## src/hw/renamePkg.sv

```systemverilog
////////////////////////////////////////////////////////////
// Sizes assume a power-of-two physical register count so the
// free list pointers wrap on their own
////////////////////////////////////////////////////////////

package renamePkg;

  // Register file sizes
  localparam int ARCH_REGS = 32;
  localparam int PHYS_REGS = 64;

  // Tags left for renaming once the identity map is taken
  localparam int FREE_TAGS = PHYS_REGS - ARCH_REGS;

  // Opaque decode fields (immediate, ALU control, PC, jump and branch)
  localparam int PAYLOAD_WIDTH = 64;
  localparam int ROB_IDX_WIDTH = 6;

  // Derived widths
  localparam int ARCH_WIDTH = $clog2(ARCH_REGS);
  localparam int TAG_WIDTH = $clog2(PHYS_REGS);
  localparam int COUNT_WIDTH = $clog2(PHYS_REGS + 1);

  typedef logic [ARCH_WIDTH-1:0] archReg_t;
  typedef logic [TAG_WIDTH-1:0] physTag_t;
  typedef logic [ROB_IDX_WIDTH-1:0] robIdx_t;

  // Packet shared by the issue queue, the LSQ and the ROB
  typedef struct packed {
    logic [PAYLOAD_WIDTH-1:0] payload;
    robIdx_t                  robTail;
    physTag_t                 physSrc1;
    physTag_t                 physSrc2;
    // Zero when the instruction writes no register
    physTag_t                 physDest;
    archReg_t                 archDest;
    logic                     destNeeded;
    // Selects the LSQ over the issue queue
    logic                     isMem;
  } dispatchPacket_t;

endpackage
```

## src/hw/renameStage.sv

```systemverilog
////////////////////////////////////////////////////////////
// One instruction per cycle; commit never pushes a tag while
// freeFull is high, and restore is only used under FREEZE
////////////////////////////////////////////////////////////

module renameStage (
  input  logic                                        CLK,
  input  logic                                        RESET,
  input  logic                                        FREEZE,
  // Decode queue
  input  logic                                        decodeEmpty,
  output logic                                        decodePop,
  input  renamePkg::archReg_t                         srcArch1,
  input  renamePkg::archReg_t                         srcArch2,
  input  renamePkg::archReg_t                         destArch,
  input  logic                                        regWrite,
  input  logic                                        link,
  input  logic                                        memRead,
  input  logic                                        memWrite,
  input  logic [renamePkg::PAYLOAD_WIDTH-1:0]         payload,
  // Issue queue, LSQ and ROB
  input  logic                                        iqFull,
  input  logic                                        lsqFull,
  input  logic                                        robFull,
  input  renamePkg::robIdx_t                          robTail,
  output logic                                        iqPush,
  output logic                                        lsqPush,
  output logic                                        robPush,
  output renamePkg::dispatchPacket_t                  issuePacket,
  // Commit returns
  input  logic                                        freeReq,
  input  renamePkg::physTag_t                         freeTag,
  output logic                                        freeFull,
  // Recovery
  input  logic                                        restoreReq,
  input  renamePkg::physTag_t [renamePkg::ARCH_REGS-1:0] restoreMap
);

  renamePkg::physTag_t physSrc1;
  renamePkg::physTag_t physSrc2;
  renamePkg::physTag_t physDest;
  renamePkg::physTag_t freeHead;
  logic                freeEmpty;
  logic                freePop;
  logic                renameWrite;

  renameTable i_renameTable (
    .CLK        (CLK),
    .RESET      (RESET),
    .srcArch1   (srcArch1),
    .srcArch2   (srcArch2),
    .physSrc1   (physSrc1),
    .physSrc2   (physSrc2),
    .renameWrite(renameWrite),
    .writeArch  (destArch),
    .writeTag   (physDest),
    .restoreReq (restoreReq),
    .restoreMap (restoreMap)
  );

  freeList i_freeList (
    .CLK    (CLK),
    .RESET  (RESET),
    .popReq (freePop),
    .headTag(freeHead),
    .empty  (freeEmpty),
    .pushReq(freeReq),
    .pushTag(freeTag),
    .full   (freeFull)
  );

  dispatchControl i_dispatchControl (
    .CLK        (CLK),
    .RESET      (RESET),
    .FREEZE     (FREEZE),
    .decodeEmpty(decodeEmpty),
    .decodePop  (decodePop),
    .destArch   (destArch),
    .regWrite   (regWrite),
    .link       (link),
    .memRead    (memRead),
    .memWrite   (memWrite),
    .payload    (payload),
    .physSrc1   (physSrc1),
    .physSrc2   (physSrc2),
    .freeHead   (freeHead),
    .freeEmpty  (freeEmpty),
    .freePop    (freePop),
    .renameWrite(renameWrite),
    .physDest   (physDest),
    .iqFull     (iqFull),
    .lsqFull    (lsqFull),
    .robFull    (robFull),
    .robTail    (robTail),
    .iqPush     (iqPush),
    .lsqPush    (lsqPush),
    .robPush    (robPush),
    .issuePacket(issuePacket)
  );

endmodule

```

## src/hw/dispatchControl.sv

```systemverilog
////////////////////////////////////////////////////////////
// Any stall holds the decode head with no pop; the packet and
// push strobes follow the pop by exactly one cycle
////////////////////////////////////////////////////////////

module dispatchControl (
  input  logic                               CLK,
  input  logic                               RESET,
  input  logic                               FREEZE,
  // Decode queue head
  input  logic                               decodeEmpty,
  output logic                               decodePop,
  input  renamePkg::archReg_t                destArch,
  input  logic                               regWrite,
  input  logic                               link,
  input  logic                               memRead,
  input  logic                               memWrite,
  input  logic [renamePkg::PAYLOAD_WIDTH-1:0] payload,
  // Source tags from the rename table
  input  renamePkg::physTag_t                physSrc1,
  input  renamePkg::physTag_t                physSrc2,
  // Free list
  input  renamePkg::physTag_t                freeHead,
  input  logic                               freeEmpty,
  output logic                               freePop,
  // Rename table write
  output logic                               renameWrite,
  output renamePkg::physTag_t                physDest,
  // Downstream queues
  input  logic                               iqFull,
  input  logic                               lsqFull,
  input  logic                               robFull,
  input  renamePkg::robIdx_t                 robTail,
  output logic                               iqPush,
  output logic                               lsqPush,
  output logic                               robPush,
  output renamePkg::dispatchPacket_t         issuePacket
);

  logic destNeeded;
  logic isMem;
  logic targetFull;
  logic advance;
  renamePkg::dispatchPacket_t nextPacket;

  assign destNeeded = regWrite || link;
  assign isMem = memRead || memWrite;

  // Only the queue the instruction goes to can hold it back
  assign targetFull = isMem ? lsqFull : iqFull;

  assign advance = !FREEZE && !decodeEmpty && !robFull && !targetFull &&
                   !(destNeeded && freeEmpty);

  assign decodePop = advance;
  assign freePop = advance && destNeeded;
  assign renameWrite = advance && destNeeded;
  assign physDest = destNeeded ? freeHead : '0;

  always_comb begin
    nextPacket.payload = payload;
    nextPacket.robTail = robTail;
    nextPacket.physSrc1 = physSrc1;
    nextPacket.physSrc2 = physSrc2;
    nextPacket.physDest = physDest;
    nextPacket.archDest = destArch;
    nextPacket.destNeeded = destNeeded;
    nextPacket.isMem = isMem;
  end

  // Push strobes, one cycle after the pop
  always_ff @(posedge CLK) begin
    if (!RESET) begin
      iqPush <= 1'b0;
      lsqPush <= 1'b0;
      robPush <= 1'b0;
    end else begin
      iqPush <= advance && !isMem;
      lsqPush <= advance && isMem;
      robPush <= advance;
    end
  end

  // Packet holds between pushes
  always_ff @(posedge CLK) begin
    if (advance) begin
      issuePacket <= nextPacket;
    end
  end

endmodule

```

## src/hw/freeList.sv

```systemverilog
////////////////////////////////////////////////////////////
// First word fall-through; a pushed tag reaches the head one
// cycle later at the earliest. Pops on empty are dropped
////////////////////////////////////////////////////////////

module freeList (
  input  logic                CLK,
  input  logic                RESET,
  // Allocation side
  input  logic                popReq,
  output renamePkg::physTag_t headTag,
  output logic                empty,
  // Commit side
  input  logic                pushReq,
  input  renamePkg::physTag_t pushTag,
  output logic                full
);

  renamePkg::physTag_t fifoMem [renamePkg::PHYS_REGS];

  // Pointers span exactly PHYS_REGS entries and wrap by overflow
  logic [renamePkg::TAG_WIDTH-1:0]   rdPtr;
  logic [renamePkg::TAG_WIDTH-1:0]   wrPtr;
  logic [renamePkg::COUNT_WIDTH-1:0] count;

  logic doPop;
  logic doPush;

  assign empty = (count == '0);
  assign full = (count == renamePkg::COUNT_WIDTH'(renamePkg::PHYS_REGS));

  assign doPop = popReq && !empty;
  assign doPush = pushReq && !full;

  // Storage, preloaded with the tags above the identity map
  always_ff @(posedge CLK) begin
    if (!RESET) begin
      for (int i = 0; i < renamePkg::FREE_TAGS; i++) begin
        fifoMem[i] <= renamePkg::physTag_t'(renamePkg::ARCH_REGS + i);
      end
    end else if (doPush) begin
      fifoMem[wrPtr] <= pushTag;
    end
  end

  always_ff @(posedge CLK) begin
    if (!RESET) begin
      rdPtr <= '0;
      wrPtr <= renamePkg::TAG_WIDTH'(renamePkg::FREE_TAGS);
      count <= renamePkg::COUNT_WIDTH'(renamePkg::FREE_TAGS);
    end else begin
      if (doPop) begin
        rdPtr <= rdPtr + 1'b1;
      end
      if (doPush) begin
        wrPtr <= wrPtr + 1'b1;
      end
      // Simultaneous push and pop leave the count alone
      if (doPush && !doPop) begin
        count <= count + 1'b1;
      end else if (doPop && !doPush) begin
        count <= count - 1'b1;
      end
    end
  end

  assign headTag = fifoMem[rdPtr];

endmodule

```

## src/hw/renameTable.sv

```systemverilog
////////////////////////////////////////////////////////////
// Reads are combinational; a write shows from the next cycle
// A restore wins over a rename write in the same cycle
////////////////////////////////////////////////////////////

module renameTable (
  input  logic                                        CLK,
  input  logic                                        RESET,
  // Source lookups
  input  renamePkg::archReg_t                         srcArch1,
  input  renamePkg::archReg_t                         srcArch2,
  output renamePkg::physTag_t                         physSrc1,
  output renamePkg::physTag_t                         physSrc2,
  // Rename write of one destination
  input  logic                                        renameWrite,
  input  renamePkg::archReg_t                         writeArch,
  input  renamePkg::physTag_t                         writeTag,
  // Recovery image, entry i in slice i
  input  logic                                        restoreReq,
  input  renamePkg::physTag_t [renamePkg::ARCH_REGS-1:0] restoreMap
);

  // Architectural to physical map
  renamePkg::physTag_t mapTable [renamePkg::ARCH_REGS];

  always_ff @(posedge CLK) begin
    if (!RESET) begin
      // Identity map, register i lives in tag i
      for (int i = 0; i < renamePkg::ARCH_REGS; i++) begin
        mapTable[i] <= renamePkg::physTag_t'(i);
      end
    end else if (restoreReq) begin
      for (int i = 0; i < renamePkg::ARCH_REGS; i++) begin
        mapTable[i] <= restoreMap[i];
      end
    end else if (renameWrite) begin
      mapTable[writeArch] <= writeTag;
    end
  end

  // Lookups see the table as it stood before the edge
  assign physSrc1 = mapTable[srcArch1];
  assign physSrc2 = mapTable[srcArch2];

endmodule

```

## config.mk

```make
export PLATFORM = sky130hd
export DESIGN_NAME = renameStage
export DESIGN_NICKNAME = d
export VERILOG_FILES = /design/src/hw/renamePkg.sv /design/src/hw/renameStage.sv /design/src/hw/dispatchControl.sv /design/src/hw/freeList.sv /design/src/hw/renameTable.sv
export SDC_FILE = /design/constraint.sdc
export NUM_CORES = 1
export LEC_CHECK = 0
export BUFFER_PORTS_ARGS = -buffer_cell sky130_fd_sc_hd__buf_2
export CAP_MARGIN = 20
export CORE_MARGIN = 2
export CORE_UTILIZATION = 35
export CTS_CLUSTER_DIAMETER = 60
export DETAILED_ROUTE_END_ITERATION = 6
export SKIP_CTS_REPAIR_TIMING = 1
export SYNTH_ARGS = -nofsm -noshare
export SYNTH_HDL_FRONTEND = slang
export SYNTH_HIERARCHICAL = 1
export SYNTH_SLANG_ARGS = --single-unit
```

## constraint.sdc

```tcl
create_clock -name CLK -period 14.1 [get_ports CLK]
set_input_delay 1.41 -clock CLK [delete_from_list [all_inputs] [get_ports CLK]]
set_output_delay 1.41 -clock CLK [all_outputs]
set_load 0.005 [all_outputs]
```

# After elaboration in Yosys (flattened, before gate mapping)
# Memory sizes are Yosys's and may differ from the RTL's. A register that Yosys moved wholly into a read port is not among the register bits.
# Cells that the tools add are included.
totals:
  reg_bits: 105
  ram_bits: 576
  in_bits: 296
  out_inout_bits: 100
  word_cells: 134
  memories: 2
mem_list:
  columns: ["name", "depth", "word_bits", "read_ports", "rd_ports_with_merged_regs", "write_ports", "line", "source"]
  rows:
  - ["i_freeList.fifoMem", 64, 6, 1, 1, 32, "freeList.sv:19", "renamePkg::physTag_t fifoMem [renamePkg::PHYS_REGS];"]
  - ["i_renameTable.mapTable", 32, 6, 2, 2, 32, "renameTable.sv:24", "renamePkg::physTag_t mapTable [renamePkg::ARCH_REGS];"]
op_classes:
  add_sub_neg: 4
  eq_ne: 1
  muxes: 55
  bitwise_logic: 32
  reduce_logical: 28
ops:
  columns: ["cell", "n"]
  rows:
  - ["$mux W6", 38]
  - ["$or A1 B1 Y1", 32]
  - ["$mux W1", 14]
  - ["$mux W7", 2]
  - ["$add A6 B1 Y6 const B", 2]
  - ["$logic_and A1 B1 Y1", 12]
  - ["$reduce_or A6 Y1", 2]
  - ["$logic_not A1 Y1", 10]
  - ["$add A7 B1 Y7 const B", 1]
  - ["$eq A7 B7 Y1 const B", 1]
  - ["$logic_not A7 Y1", 1]
  - ["$sub A7 B1 Y7 const B", 1]
  - ["$mux W5", 1]
  - ["$logic_or A1 B1 Y1", 2]
  - ["$reduce_bool A2 Y1", 1]

# Longest topological paths before layout
logic_depth:
  ltp_word: 12
  depth_mapped: 15
  mapped_depth_nobuf: 15

# By module
# Netlist, hierarchy kept.
by_module_without_submodules:
  columns: ["module", "instances", "cells_per_inst", "area_per_inst_um2", "seq_area_each_um2"]
  rows:
  - ["freeList", 1, 1153, 17783.3, 12031.5]
  - ["renameTable", 1, 858, 11858.9, 5765.5]
  - ["dispatchControl", 1, 121, 3084.2, 2912.8]

# Worst setup path after synthesis
# No wires, ideal clock.
synth_path:
  kind: "input to output"
  from: "input decodeEmpty"
  to: "output decodePop"
  arrival_time_ns: 11.012
  required_time_ns: 12.690
  slack_ns: 1.678
  path_stages: 2
  n_path_buf: 0
  path_cell_list: "or3_4 -> nor4_1"
synth_between:
  elab_chain_len: 5
synth_rtl:
  columns: ["item", "line", "source"]
  rows:
  - ["start, declared", "renameStage.sv:11", "input logic decodeEmpty,"]
  - ["$logic_not A1 Y1", "dispatchControl.sv:52", "assign advance = !FREEZE && !decodeEmpty && !robFull && !targetFull &&"]
  - ["$logic_and A1 B1 Y1 (4 in series)", "dispatchControl.sv:52", null]
  - ["end, declared", "renameStage.sv:12", "output logic decodePop,"]
# No other way between the ends.

==> impl_metrics.ini <==
[layout]
area_delta_synth_final_pct = 17.5
multi_input_area_um2 = 11100
n_fill_cell = 8489
layout-drive-gt1-share_pct = 32.2
fin_nets = 2793
ff_latch_area_um2 = 20700

[clock_network]
htree_levels = 3
insertion_delay_ps = 650
cts_tree = done
clock_sinks = 699
cts_buffer_depth = 3
clk_pin_slew_ps = 60
root_buffer = clkbuf_16
cts_inserted_buffers = 79

[floorplan]
fp.dieW_um = 310
dieHeight_um = 310
core_area_um2 = 93000
rows = 112
start_util_pct = 35.2
io_pins = 396
dieArea_um2 = 96000

[grt]
grtUsageTotal_pct = 21.5
grt_pass1_vias = 21500
grt_pass1_wl_um = 149000
grt-ovfl-total = 0
grt_max_degree = 88
antenna_found_initial = 19

[logic_synthesis]
synth.most_common_cell = edfxtp_1
synth_edf_count = 671
synth_area_um2 = 32700
synth_top_cell_area_share_pct = 61.6
synthTopCellsByCount = edfxtp_1, nand2_1, mux4_2, nor2_1, mux2i_1
synth-async-reset-ratio_pct = 0
synth_nets = 2437
synth_area_leaders = edfxtp_1, mux4_2, mux2i_1
syn_area_per_cell_um2 = 15.4
syn_inst = 2132
ys_ff_latch = 699
yosys.area.top_type = edfxtp_1
ys_types = 70
synth-seq-area-share_pct = 63.3
synth_ff_type = edfxtp_1
yosys_warnings = 6

[sta]
finalCriticalPeriod_ps = 4510
fmax_mhz = 222
finClkSkew_ps = 34.6
finalSetupViolCount = 0
rsz0062_at_grt = no
whs_ps = 546
slew_violations = 0
tns_ps = 0
maxSlewHeadroom_pct = 27.2
hold_viol = 0
tightest_slew_ps = 1090
timing.final.crit_share_pct = 32.0

[worst_setup_path]
required_ps = 14570
crit_family = buffers and inverters
path_buf_inv = 3
crit_arrival_ps = 4980
end_kind = register
critPathMaxFanout = 50
path_class = register to register
critPathMaxStageDelay_ps = 710
slowest_stage = buf_4
crit_chain = buf_4 > mux4_2 > mux2i_1 > mux2i_1 > mux2i_1 > o22ai_1 > nor2b_1 > clkinv_1 > buf_16 > o21ai_0
crit_top_cell = mux2i_1
startpoint_type = register

[drt]
routed_wl_um = 105000
initialDrtViolationCount = 2627
first_pass_iters = 5
highest_layer = met5
drcViolationCount = 0
wl_met3_um = 11100
via_per_inst = 5.67
wl_met2_um = 50500
wire_per_inst_um = 27.5
vias = 21600
drtAntennaViolNets = 0
wl_met1_um = 39800

[pwr]
ir_drop_mv = 0.0837
p_leak_nw = 12.9
p_per_area_nw_per_um2 = 126

[placed_design]
gp_congestion = 0.911
place_hpwl_um = 73600
io_buffer_count = 395

[min_path]
worstHoldPathType = register to register

[status]
status = completed

[job]
maxCapViolCount = 0
[cell type report]
cell class | instances | area share, %
sequential | 699 | 53.9
multi-input combinational | 1243 | 29.0
timing repair buffer | 444 | 6.27
clock buffer | 102 | 5.47
tap | 1254 | 4.08
clock inverter | 41 | 1.04
inverter | 21 | 0.205
antenna | 10 | 0.0651
[routing by layer]
layer / global-route usage (%) / vias to the layer above
met4: 8.35 / 8
met5: 0 / -
li1: - / 9080
met1: 28.0 / 10900
met3: 4.92 / 192
met2: 34.8 / 1381
[stage by stage]
stage	power, W	utilization [%]	instances	setup slack (ps)	area [um2]
3_3_place_gp	0.00288	38.5	3655	9280	35800
4_1_cts	0.00488	41.3	3801	9520	38400
2_1_floorplan	0.00268	-	2132	1680	32700
6_report	0.00485	41.3	3814	9590	38400
3_5_place_dp	0.00289	38.6	3658	9260	35900
5_1_grt	0.00500	41.3	3812	9360	38400
[logic make-up (layout without fill, tap and decap cells)]
logic type	count (synthesis)	in the layout	share of synthesized area (%)
AO/OA/AOI/OAI	174	174	3.32
AND/OR/NAND/NOR	703	703	10.8
buffers and inverters	190	608	2.76
other	0	10	0
XOR/XNOR	12	12	0.321
multiplexers	345	345	19.2
flip-flops	699	699	63.3
adder cells (fa/ha/maj)	9	9	0.367
[worst paths after layout]
| kind | depth (start not counted) | slack [ps] | from | end |
|---|---|---|---|---|
| worst max-delay path | 10 | 9590 | register | i_renameTable/mapTable[5][4]$_DFFE_PP_ |
| worst min-delay path | 2 | 550 | i_freeList/count[5]$_SDFFE_PN1P_ | i_freeList/count[5]$_SDFFE_PN1P_ |
| worst max register to register | 10 | 9590 | register | i_renameTable/mapTable[5][4]$_DFFE_PP_ |
| worst min register to register | 2 | 550 | i_freeList/count[5]$_SDFFE_PN1P_ | i_freeList/count[5]$_SDFFE_PN1P_ |
[worst min-delay path, cell delays in order, from the launching register on]
cell,delay (ps)
dfxtp_1,350
nand2_1,80
nand3_1,70
[placed cells by master (no fill, tap or decap), types with 11 or more instances in the layout]
cell type,instances
edfxtp_1,671
buf_2,396
nand2_1,206
mux4_2,198
nor2_1,134
mux2i_1,108
clkbuf_16,80
o21ai_0,67
nor2b_1,63
nand3_1,60
nor3_1,53
buf_4,44
or3_1,41
a21oi_1,37
nand2b_1,31
a22o_1,30
dfxtp_1,25
clkbuf_1,20
mux2_2,19
nand4_1,19
clkinv_1,16
inv_1,15
and2_1,14
and3_1,13
clkinv_2,11
nor4_1,11
[flip-flops by register name, summed over array words and instances, names as in the netlist, 6 cells and up, named ones only]
signal                         count
i_dispatchControl/issuePacket     95
i_freeList/count                   7
i_freeList/rdPtr                   6
i_renameTable/mapTable           192
i_freeList/fifoMem               384
i_freeList/wrPtr                   6
[power breakdown]
group          switching (W)  internal [W]  total (W)
Sequential         0.0000483       0.00236    0.00240
Combinational       0.000260      0.000187   0.000448
Clock               0.000858       0.00114    0.00200
Power figures use the tool's default switching activity.
